### src/ddr3_cmd_pkg.sv
package ddr3_cmd_pkg;

  // ddr3 command codes, bit order is {ras_n, cas_n, we_n}
  typedef enum logic [2:0] {
    // mode-register set
    CMD_MODE = 3'b000,
    CMD_REFR = 3'b001,
    // single-bank close when a10 is low
    CMD_PREC = 3'b010,
    CMD_ACTV = 3'b011,
    CMD_WRIT = 3'b100,
    CMD_READ = 3'b101,
    // zq calibration, only forwarded while in reset
    CMD_ZQCL = 3'b110,
    CMD_NOOP = 3'b111
  } ddr3_cmd_t;

  // execute-stage states
  typedef enum logic [2:0] {
    ST_IDLE = 3'd0,
    // activate presented, waiting for the data layer
    ST_ACTV = 3'd1,
    // column bursts, one read or write per beat
    ST_COL  = 3'd2,
    // closing the bank after a broken burst
    ST_PREC = 3'd3,
    ST_REFR = 3'd4
  } ddr3_state_t;

endpackage

### src/ddr3_geom_pkg.sv
package ddr3_geom_pkg;

  // defaults match a 1Gb x16 part
  localparam int DEF_ROW_BITS = 13;
  localparam int DEF_COL_BITS = 10;
  localparam int BANK_BITS = 3;
  // low column bits, always zero since requests are burst-aligned
  localparam int BURST_BITS = 3;
  localparam int DEF_REQID = 4;
  // auto-precharge flag on column commands
  localparam int AP_BIT = 10;

  // request address layout is {row, bank, colhi}, colhi at bit 0
  function automatic int bank_lsb(int col_bits);
    return col_bits - BURST_BITS;
  endfunction

  function automatic int row_lsb(int col_bits);
    return bank_lsb(col_bits) + BANK_BITS;
  endfunction

  function automatic int addr_bits(int row_bits, int col_bits);
    return row_lsb(col_bits) + row_bits;
  endfunction

  localparam int ADDRS = addr_bits(DEF_ROW_BITS, DEF_COL_BITS);

endpackage

### src/ddr3_req_if.sv
`timescale 1ns/1ps

// one request port, read or write
interface ddr3_req_if #(
  parameter int REQID = ddr3_geom_pkg::DEF_REQID,
  parameter int ADDRS = ddr3_geom_pkg::ADDRS
);

  // requester side, held stable until ack or err
  logic             req;
  // last beat of the burst
  logic             lst;
  logic [REQID-1:0] tid;
  logic [ADDRS-1:0] adr;

  // result side, single-cycle pulses
  logic             ack;
  logic             err;

  modport decode (
    input req,
    input lst,
    input tid,
    input adr
  );

  modport result (
    output ack,
    output err
  );

endinterface

### src/ddr3_sel_if.sv
`timescale 1ns/1ps

// selected and sliced request, decode to execute
interface ddr3_sel_if #(
  parameter int DDR_ROW_BITS = ddr3_geom_pkg::DEF_ROW_BITS,
  parameter int DDR_COL_BITS = ddr3_geom_pkg::DEF_COL_BITS,
  parameter int REQID = ddr3_geom_pkg::DEF_REQID
);
  import ddr3_geom_pkg::*;

  logic                             valid;
  logic                             is_rd;
  logic                             lst;
  logic [REQID-1:0]                 tid;
  logic [BANK_BITS-1:0]             bank;
  logic [DDR_ROW_BITS-1:0]          row;
  logic [DDR_COL_BITS-BURST_BITS-1:0] colhi;
  // one-cycle pulse, current beat consumed
  logic                             take;

  modport src (output valid, is_rd, lst, tid, bank, row, colhi, input take);

  modport dst (input valid, is_rd, lst, tid, bank, row, colhi, output take);

endinterface

### src/ddr3_cmd_top.sv
`timescale 1ns/1ps

module ddr3_cmd_top #(
  parameter int DDR_ROW_BITS = ddr3_geom_pkg::DEF_ROW_BITS,
  parameter int DDR_COL_BITS = ddr3_geom_pkg::DEF_COL_BITS,
  parameter int REQID = ddr3_geom_pkg::DEF_REQID
) (
  input  logic                                clock,
  input  logic                                reset,
  // write port
  input  logic                                mem_wrreq_i,
  input  logic                                mem_wrlst_i,
  input  logic [REQID-1:0]                    mem_wrtid_i,
  input  logic [ddr3_geom_pkg::addr_bits(DDR_ROW_BITS, DDR_COL_BITS)-1:0] mem_wradr_i,
  output logic                                mem_wrack_o,
  output logic                                mem_wrerr_o,
  output logic [REQID-1:0]                    mem_wrtid_o,
  // read port
  input  logic                                mem_rdreq_i,
  input  logic                                mem_rdlst_i,
  input  logic [REQID-1:0]                    mem_rdtid_i,
  input  logic [ddr3_geom_pkg::addr_bits(DDR_ROW_BITS, DDR_COL_BITS)-1:0] mem_rdadr_i,
  output logic                                mem_rdack_o,
  output logic                                mem_rderr_o,
  output logic [REQID-1:0]                    mem_rdtid_o,
  // configuration port, live only in reset
  input  logic                                cfg_req_i,
  output logic                                cfg_rdy_o,
  input  ddr3_cmd_pkg::ddr3_cmd_t             cfg_cmd_i,
  input  logic [ddr3_geom_pkg::BANK_BITS-1:0] cfg_ba_i,
  input  logic [DDR_ROW_BITS-1:0]             cfg_adr_i,
  // dfi data layer
  output logic                                ddl_req_o,
  output logic                                ddl_seq_o,
  output ddr3_cmd_pkg::ddr3_cmd_t             ddl_cmd_o,
  output logic [ddr3_geom_pkg::BANK_BITS-1:0] ddl_ba_o,
  output logic [DDR_ROW_BITS-1:0]             ddl_adr_o,
  input  logic                                ddl_rdy_i,
  input  logic                                ddl_ref_i
);
  import ddr3_geom_pkg::*;

  localparam int ADDR_W = addr_bits(DDR_ROW_BITS, DDR_COL_BITS);

  logic             busy_w;
  logic             beat_w;
  logic             beat_rd_w;
  logic [REQID-1:0] beat_tid_w;
  logic             brk_w;

  ddr3_req_if #(.REQID(REQID), .ADDRS(ADDR_W)) wr_bus ();
  ddr3_req_if #(.REQID(REQID), .ADDRS(ADDR_W)) rd_bus ();
  ddr3_sel_if #(
    .DDR_ROW_BITS(DDR_ROW_BITS),
    .DDR_COL_BITS(DDR_COL_BITS),
    .REQID(REQID)
  ) sel_bus ();

  assign wr_bus.req  = mem_wrreq_i;
  assign wr_bus.lst  = mem_wrlst_i;
  assign wr_bus.tid  = mem_wrtid_i;
  assign wr_bus.adr  = mem_wradr_i;
  assign mem_wrack_o = wr_bus.ack;
  assign mem_wrerr_o = wr_bus.err;

  assign rd_bus.req  = mem_rdreq_i;
  assign rd_bus.lst  = mem_rdlst_i;
  assign rd_bus.tid  = mem_rdtid_i;
  assign rd_bus.adr  = mem_rdadr_i;
  assign mem_rdack_o = rd_bus.ack;
  assign mem_rderr_o = rd_bus.err;

  // config source sees the data layer's ready directly
  assign cfg_rdy_o = ddl_rdy_i;

  ddr3_req_decode #(
    .DDR_ROW_BITS(DDR_ROW_BITS),
    .DDR_COL_BITS(DDR_COL_BITS),
    .REQID(REQID)
  ) u_decode (
    .clock_i(clock),
    .reset_i(reset),
    .rd_port(rd_bus),
    .wr_port(wr_bus),
    .busy_i (busy_w),
    .sel    (sel_bus)
  );

  ddr3_fsm #(
    .DDR_ROW_BITS(DDR_ROW_BITS),
    .DDR_COL_BITS(DDR_COL_BITS),
    .REQID(REQID)
  ) u_fsm (
    .clock     (clock),
    .reset     (reset),
    .cfg_req_i (cfg_req_i),
    .cfg_cmd_i (cfg_cmd_i),
    .cfg_ba_i  (cfg_ba_i),
    .cfg_adr_i (cfg_adr_i),
    .sel       (sel_bus),
    .busy_o    (busy_w),
    .beat_o    (beat_w),
    .beat_rd_o (beat_rd_w),
    .beat_tid_o(beat_tid_w),
    .brk_o     (brk_w),
    .ddl_req_o (ddl_req_o),
    .ddl_seq_o (ddl_seq_o),
    .ddl_cmd_o (ddl_cmd_o),
    .ddl_ba_o  (ddl_ba_o),
    .ddl_adr_o (ddl_adr_o),
    .ddl_rdy_i (ddl_rdy_i),
    .ddl_ref_i (ddl_ref_i)
  );

  ddr3_resp_gen #(.REQID(REQID)) u_resp (
    .clock     (clock),
    .reset     (reset),
    .beat_i    (beat_w),
    .beat_rd_i (beat_rd_w),
    .beat_tid_i(beat_tid_w),
    .brk_i     (brk_w),
    .rd_port   (rd_bus),
    .wr_port   (wr_bus),
    .rd_tid_o  (mem_rdtid_o),
    .wr_tid_o  (mem_wrtid_o)
  );

endmodule

### src/ddr3_fsm.sv
`timescale 1ns/1ps

module ddr3_fsm #(
  parameter int DDR_ROW_BITS = ddr3_geom_pkg::DEF_ROW_BITS,
  parameter int DDR_COL_BITS = ddr3_geom_pkg::DEF_COL_BITS,
  parameter int REQID = ddr3_geom_pkg::DEF_REQID
) (
  input  logic                                clock,
  input  logic                                reset,
  input  logic                                cfg_req_i,
  input  ddr3_cmd_pkg::ddr3_cmd_t             cfg_cmd_i,
  input  logic [ddr3_geom_pkg::BANK_BITS-1:0] cfg_ba_i,
  input  logic [DDR_ROW_BITS-1:0]             cfg_adr_i,
  ddr3_sel_if.dst                             sel,
  output logic                                busy_o,
  output logic                                beat_o,
  output logic                                beat_rd_o,
  output logic [REQID-1:0]                    beat_tid_o,
  output logic                                brk_o,
  output logic                                ddl_req_o,
  output logic                                ddl_seq_o,
  output ddr3_cmd_pkg::ddr3_cmd_t             ddl_cmd_o,
  output logic [ddr3_geom_pkg::BANK_BITS-1:0] ddl_ba_o,
  output logic [DDR_ROW_BITS-1:0]             ddl_adr_o,
  input  logic                                ddl_rdy_i,
  input  logic                                ddl_ref_i
);
  import ddr3_cmd_pkg::*;
  import ddr3_geom_pkg::*;

  ddr3_state_t             state_q;

  // presented command
  logic                    req_q;
  logic                    seq_q;
  ddr3_cmd_t               cmd_q;
  logic [BANK_BITS-1:0]    ba_q;
  logic [DDR_ROW_BITS-1:0] adr_q;

  // first column command staged while activate is out
  ddr3_cmd_t               cmd_x;
  logic                    seq_x;
  logic [DDR_ROW_BITS-1:0] adr_x;

  logic                    is_rd_q;
  // cycles since the last take
  logic [1:0]              gap_q;
  logic                    take_q;
  logic                    beat_q;
  logic                    brk_q;
  logic [REQID-1:0]        tid_q;

  logic                    stall_w;
  ddr3_cmd_t               col_cmd_w;
  logic [DDR_ROW_BITS-1:0] col_adr_w;

  // data layer holding off a presented command
  assign stall_w = req_q & ~ddl_rdy_i;

  // column address is {colhi, burst zeros} with a10 flagging auto-precharge
  always_comb begin
    col_adr_w = '0;
    col_adr_w[DDR_COL_BITS-1:BURST_BITS] = sel.colhi;
    col_adr_w[AP_BIT] = sel.lst;
  end

  assign col_cmd_w = sel.is_rd ? CMD_READ : CMD_WRIT;

  always_ff @(posedge clock) begin
    take_q <= 1'b0;
    beat_q <= 1'b0;
    brk_q  <= 1'b0;
    if (reset) begin
      // config commands pass straight through while in reset
      state_q <= ST_IDLE;
      req_q   <= cfg_req_i;
      seq_q   <= 1'b0;
      cmd_q   <= cfg_cmd_i;
      ba_q    <= cfg_ba_i;
      adr_q   <= cfg_adr_i;
      is_rd_q <= 1'b0;
      gap_q   <= '0;
    end else if (!stall_w) begin
      case (state_q)
        ST_IDLE: begin
          seq_q <= 1'b0;
          if (ddl_ref_i) begin
            // refresh ahead of any request
            req_q   <= 1'b1;
            cmd_q   <= CMD_REFR;
            ba_q    <= '0;
            adr_q   <= '0;
            state_q <= ST_REFR;
          end else if (sel.valid) begin
            req_q   <= 1'b1;
            seq_q   <= 1'b1;
            cmd_q   <= CMD_ACTV;
            ba_q    <= sel.bank;
            adr_q   <= sel.row;
            cmd_x   <= col_cmd_w;
            seq_x   <= ~sel.lst;
            adr_x   <= col_adr_w;
            is_rd_q <= sel.is_rd;
            state_q <= ST_ACTV;
          end else begin
            req_q <= 1'b0;
            cmd_q <= CMD_NOOP;
          end
        end

        ST_ACTV: begin
          // activate accepted so the staged column command goes out next
          req_q   <= 1'b1;
          seq_q   <= seq_x;
          cmd_q   <= cmd_x;
          adr_q   <= adr_x;
          state_q <= ST_COL;
        end

        ST_COL: begin
          if (req_q) begin
            // beat accepted
            take_q <= 1'b1;
            beat_q <= 1'b1;
            tid_q  <= sel.tid;
            req_q  <= 1'b0;
            cmd_q  <= CMD_NOOP;
            gap_q  <= '0;
            if (!seq_q) begin
              state_q <= ST_IDLE;
            end
          end else if (gap_q != 2'd2) begin
            gap_q <= gap_q + 2'd1;
          end else if (sel.valid) begin
            req_q <= 1'b1;
            seq_q <= ~sel.lst;
            cmd_q <= col_cmd_w;
            adr_q <= col_adr_w;
          end else begin
            // requester gave up mid-burst so the bank is closed
            brk_q   <= 1'b1;
            req_q   <= 1'b1;
            seq_q   <= 1'b0;
            cmd_q   <= CMD_PREC;
            adr_q   <= '0;
            state_q <= ST_PREC;
          end
        end

        ST_PREC: begin
          req_q   <= 1'b0;
          cmd_q   <= CMD_NOOP;
          state_q <= ST_IDLE;
        end

        ST_REFR: begin
          // hold requests off until the data layer drops its refresh request
          if (req_q) begin
            req_q <= 1'b0;
            cmd_q <= CMD_NOOP;
          end else if (!ddl_ref_i) begin
            state_q <= ST_IDLE;
          end
        end

        default: begin
          req_q   <= 1'b0;
          state_q <= ST_IDLE;
        end
      endcase
    end
  end

  assign sel.take   = take_q;
  // a bank is open from activate until the burst ends
  assign busy_o     = state_q inside {ST_ACTV, ST_COL, ST_PREC};
  assign beat_o     = beat_q;
  assign beat_rd_o  = is_rd_q;
  assign beat_tid_o = tid_q;
  assign brk_o      = brk_q;

  assign ddl_req_o  = req_q;
  assign ddl_seq_o  = seq_q;
  assign ddl_cmd_o  = cmd_q;
  assign ddl_ba_o   = ba_q;
  assign ddl_adr_o  = adr_q;

endmodule

### src/ddr3_req_decode.sv
`timescale 1ns/1ps

module ddr3_req_decode #(
  parameter int DDR_ROW_BITS = ddr3_geom_pkg::DEF_ROW_BITS,
  parameter int DDR_COL_BITS = ddr3_geom_pkg::DEF_COL_BITS,
  parameter int REQID = ddr3_geom_pkg::DEF_REQID
) (
  input  logic       clock_i,
  input  logic       reset_i,
  ddr3_req_if.decode rd_port,
  ddr3_req_if.decode wr_port,
  input  logic       busy_i,
  ddr3_sel_if.src    sel
);
  import ddr3_geom_pkg::*;

  localparam int ADDR_W = addr_bits(DDR_ROW_BITS, DDR_COL_BITS);
  localparam int BANK_LSB = bank_lsb(DDR_COL_BITS);
  localparam int ROW_LSB = row_lsb(DDR_COL_BITS);

  // port owning the burst, read when high
  logic              sel_rd_q;
  // cycle after a take, old beat still held until its ack
  logic              hold_q;
  logic              pick_rd;
  logic              req_w;
  logic              lst_w;
  logic [REQID-1:0]  tid_w;
  logic [ADDR_W-1:0] adr_w;

  // reads win unless a burst has locked the choice
  assign pick_rd = busy_i ? sel_rd_q : rd_port.req;

  assign req_w = pick_rd ? rd_port.req : wr_port.req;
  assign lst_w = pick_rd ? rd_port.lst : wr_port.lst;
  assign tid_w = pick_rd ? rd_port.tid : wr_port.tid;
  assign adr_w = pick_rd ? rd_port.adr : wr_port.adr;

  always_ff @(posedge clock_i) begin
    if (reset_i) begin
      sel_rd_q <= 1'b0;
      hold_q   <= 1'b0;
    end else begin
      sel_rd_q <= pick_rd;
      hold_q   <= sel.take;
    end
  end

  // a consumed beat stays on the port until ack, so hide it for two cycles
  assign sel.valid = req_w & ~sel.take & ~hold_q;
  assign sel.is_rd = pick_rd;
  assign sel.lst   = lst_w;
  assign sel.tid   = tid_w;

  // address slicing, {row, bank, colhi}
  assign sel.row   = adr_w[ROW_LSB +: DDR_ROW_BITS];
  assign sel.bank  = adr_w[BANK_LSB +: BANK_BITS];
  assign sel.colhi = adr_w[BANK_LSB-1:0];

endmodule

### src/ddr3_resp_gen.sv
`timescale 1ns/1ps

module ddr3_resp_gen #(
  parameter int REQID = ddr3_geom_pkg::DEF_REQID
) (
  input  logic             clock,
  input  logic             reset,
  input  logic             beat_i,
  input  logic             beat_rd_i,
  input  logic [REQID-1:0] beat_tid_i,
  input  logic             brk_i,
  ddr3_req_if.result       rd_port,
  ddr3_req_if.result       wr_port,
  output logic [REQID-1:0] rd_tid_o,
  output logic [REQID-1:0] wr_tid_o
);

  // burst owner, read port when high
  logic             own_rd_q;
  logic             rd_ack_q;
  logic             wr_ack_q;
  logic             rd_err_q;
  logic             wr_err_q;
  logic [REQID-1:0] rd_tid_q;
  logic [REQID-1:0] wr_tid_q;

  always_ff @(posedge clock) begin
    if (reset) begin
      own_rd_q <= 1'b0;
      rd_ack_q <= 1'b0;
      wr_ack_q <= 1'b0;
      rd_err_q <= 1'b0;
      wr_err_q <= 1'b0;
    end else begin
      rd_ack_q <= beat_i & beat_rd_i;
      wr_ack_q <= beat_i & ~beat_rd_i;
      // a break always follows at least one beat of the same burst
      rd_err_q <= brk_i & own_rd_q;
      wr_err_q <= brk_i & ~own_rd_q;
      if (beat_i) begin
        own_rd_q <= beat_rd_i;
      end
    end
  end

  // id of the acknowledged beat, per port
  always_ff @(posedge clock) begin
    if (beat_i && beat_rd_i) begin
      rd_tid_q <= beat_tid_i;
    end
    if (beat_i && !beat_rd_i) begin
      wr_tid_q <= beat_tid_i;
    end
  end

  assign rd_port.ack = rd_ack_q;
  assign rd_port.err = rd_err_q;
  assign wr_port.ack = wr_ack_q;
  assign wr_port.err = wr_err_q;
  assign rd_tid_o    = rd_tid_q;
  assign wr_tid_o    = wr_tid_q;

endmodule

### config.mk
export PLATFORM = sky130hd
export DESIGN_NAME = ddr3_cmd_top
export DESIGN_NICKNAME = d
export VERILOG_FILES = /design/src/ddr3_cmd_pkg.sv /design/src/ddr3_geom_pkg.sv /design/src/ddr3_req_if.sv /design/src/ddr3_sel_if.sv /design/src/ddr3_cmd_top.sv /design/src/ddr3_fsm.sv /design/src/ddr3_req_decode.sv /design/src/ddr3_resp_gen.sv
export SDC_FILE = /design/constraint.sdc
export NUM_CORES = 1
export LEC_CHECK = 0
export BUFFER_PORTS_ARGS = -buffer_cell sky130_fd_sc_hd__buf_4
export CORE_ASPECT_RATIO = 1.4
export CORE_UTILIZATION = 44
export DETAILED_ROUTE_END_ITERATION = 8
export GPL_TIMING_DRIVEN = 0
export PLACE_DENSITY = 0.74
export SYNTH_ARGS = -nofsm -noshare
export SYNTH_HDL_FRONTEND = slang
export SYNTH_SLANG_ARGS = --single-unit
### constraint.sdc
create_clock -name clock -period 2.2 [get_ports clock]
set_input_delay 0.22 -clock clock [delete_from_list [all_inputs] [get_ports clock]]
set_output_delay 0.22 -clock clock [all_outputs]
set_load 0.01 [all_outputs]
==> reports/results.ini <==
[clocking]
clk_pin_slew_ns = 0.07
cts_hold_buf = 0
clock_tree.root_cell = clkbuf_8
cts_tree = yes
clk_path_buf_depth = 2
cts_buffers = 9
cts.sinks = 58
htree_levels = 3
clock_latency_ns = 0.35

[setup_path]
r2r-end = u_fsm.ddl_adr_o[6]
worstRegToRegCells = 7
worstSetupStartpointType = register
cp_max_fo = 10
rrSetupSlack_ns = 0.08
path_cells = buf_6 -> o21bai_4 -> mux2i_4 -> buf_8 -> mux2_4 -> a221oi_1 -> a21oi_1
worst_ep_arrival_time_ns = 2.20
critical-path-max-stage-delay_ns = 0.34
end_kind = register
crit_required_ns = 2.28
crit_type = register to register
reg2reg_from = u_fsm.state_q[2]
slowest_stage = dfxtp_1

[yosys]
yosysSeqAreaShare_pct = 52.2
yosys.area.top_type_share_pct = 41.6
syn_area_per_cell_sq_um = 11.1
post_synth_num_cell_types = 51
synthArstFlopShare_pct = 0
synth.area.top_cells = edfxtp_1 (42%), dfxtp_1 (11%), mux2_2 (5.2%)
ys_ff_latch = 58
syn_inst = 273
synth_top_cell_by_area = edfxtp_1
syn_nets = 356
post-synth-top-count-cell = edfxtp_1
synth_edf_count = 42
synth_area_sq_um = 3030
synth_common_cells = edfxtp_1 (42), nand2_1 (32), a21oi_1 (18), nor2_1 (18), dfxtp_1 (16)
synth_ff_type = edfxtp_1
ys_warn_count = 0

[placement]
placedCellCount = 479
dpl.hpwl_um = 5810
dp_slack_ns = -0.310
portBuffers = 114
gp_congestion = 0.906

[grt]
track_usage_pct = 22.1
grt_overflow = 0
grt_antenna_before_repair = 0
grt_pass1_vias = 2505
grt_max_degree = 14
grt_pass1_wl_um = 12000

[layout]
drive_gt1_share_pct = 44.0
final_cells = 499
n_antenna_cell = 0
areaGrowthSynthToFinish_pct = 43.9
fin_nets = 485

[timing]
post-route-min-period_ns = 2.12
setup_ws_ns = 0.0843
finalHoldViolations = 0
slew_headroom_pct = 52.2
drv_slew = 0
fin_crit_sh_pct = 96.2
max_freq_ghz = 0.473
finalSetupViolCount = 0
fin_setup_tns_ns = 0
tightest_slew_ns = 0.713
skew_ns = 0.0119

[job]
drv_cap = 0

[pwr]
powerDensity_nw_per_um2 = 833
irDropWorstVdd_v = 0.000367
power.total_mw = 3.63
power.leakage_nw = 1.85

[floorplan]
die_height_um = 100
rows = 35
die_area_sq_um = 7230
die_w_um = 72.1
num_io_pins = 116
initial_core_util_pct = 45.8
core_sq_um = 6610

[routing]
avgViaCountPerCell = 5.35
via_count = 2671
drt_drc_violations_left = 0
ant_nets = 0
wl_per_cell_um = 15.9
wirelength_um = 7950
drt_iter0_drc = 167
dr.pass1.iters = 5

[hold_path]
hold_end = u_fsm.beat_tid_o[0]
hold_depth = 3
hp-class = input port to register
min-delay-start = mem_wrtid_i[0]

[run_status]
status = complete, no violations

-- cell families (layout without fill, tap and decap cells) --
group                    count (synthesis)  in the layout  share of synthesized area, %
multiplexers                            27             27                          10.8
buffers and inverters                   29            163                          4.50
AND/OR/NAND/NOR                         90             90                          15.4
flip-flops                              58             58                          52.2
adder cells (fa/ha/maj)                  1              1                         0.413
XOR/XNOR                                 2              2                         0.578
AO/OA/AOI/OAI                           66             66                          16.1
-- per-layer routing --
metal | track usage (%) | share of wire, % | up-vias
li1 | - | - | 1271
met2 | 38.2 | 53 | 110
met4 | 10.3 | 2.6 | 0
met3 | 5.22 | 6.0 | 22
met1 | 25.5 | 38 | 1268
met5 | 0 | 0 | -
-- report_power, final --
group	switching, mW	internal, mW
logic	0.519	0.513
clock network	0.459	0.761
registers	0.0578	1.32
total	1.04	2.60
-- sequential cells by signal, summed over array words and instances, names as in the netlist, 2 cells and up --
| register | flops |
|---|---|
| u_fsm.ddl_adr_o | 13 |
| u_fsm.adr_x | 8 |
| u_fsm.beat_tid_o | 4 |
| u_resp.rd_tid_o | 4 |
| u_resp.wr_tid_o | 4 |
| u_fsm.ddl_ba_o | 3 |
| u_fsm.ddl_cmd_o | 3 |
| u_fsm.state_q | 3 |
| u_fsm.gap_q | 2 |
-- critical path: cells and delay by family, from the launching register on --
family	cells	cell delay, ns
mux	2	0.60
compound gates	3	0.56
buf+inv	2	0.35
flops	1	0.34
-- final cells by class --
| cell class | instances | area, sq um |
|---|---|---|
| Buffer | 17 | 97.6 |
| Clock buffer | 9 | 124 |
| Clock inverter | 7 | 125 |
| Fill cell | 532 | 2250 |
| Inverter | 12 | 45.0 |
| Multi-Input combinational cell | 186 | 1380 |
| Sequential cell | 58 | 1580 |
| Tap cell | 92 | 115 |
| Timing Repair Buffer | 118 | 898 |
-- repair_timing --
item	4_1_cts	5_1_grt
gates resized for setup	4	7
pin swaps	1	1
buffers inserted	1	3
gates cloned	0	0
setup endpoints to repair	28	29
-- through the flow --
step / utilization (%) / hold slack, ns / instance area, sq um
2_1_floorplan: - / 0.394 / 3040
3_3_place_gp: 60.6 / 0.424 / 4010
3_5_place_dp: 60.6 / 0.432 / 4010
4_1_cts: 64.8 / 0.136 / 4290
5_1_grt: 66.0 / 0.142 / 4360
6_report: 66.0 / 0.139 / 4360
-- worst max-delay path by stage --
stage                           startpoint                 end  cells past startpoint
after global placement    u_fsm.state_q[2]      u_fsm.adr_x[7]                      5
after detailed placement  u_fsm.state_q[2]      u_fsm.adr_x[7]                      5
after CTS                 u_fsm.state_q[2]  u_fsm.ddl_adr_o[3]                      7
final                     u_fsm.state_q[2]  u_fsm.ddl_adr_o[6]                      7
after floorplan           u_fsm.state_q[2]     u_fsm.adr_x[10]                      5
after global routing      u_fsm.state_q[2]  u_fsm.ddl_adr_o[5]                      7
-- cells in the final DEF, fill, tap and decap left out, types with 4 or more instances in the layout --
cell type	instances
nor2b_1	10
mux2i_1	5
mux2_4	7
o21ai_0	9
buf_4	119
nor3_1	5
nand2b_1	5
mux2_2	14
o31a_1	4
a221oi_2	5
clkbuf_1	9
inv_1	12
dfxtp_1	16
nand2_1	32
a21oi_1	18
edfxtp_1	42
clkbuf_8	9
nor2_1	18
a22o_1	6
Note: power is estimated with default switching activity, not from simulation.
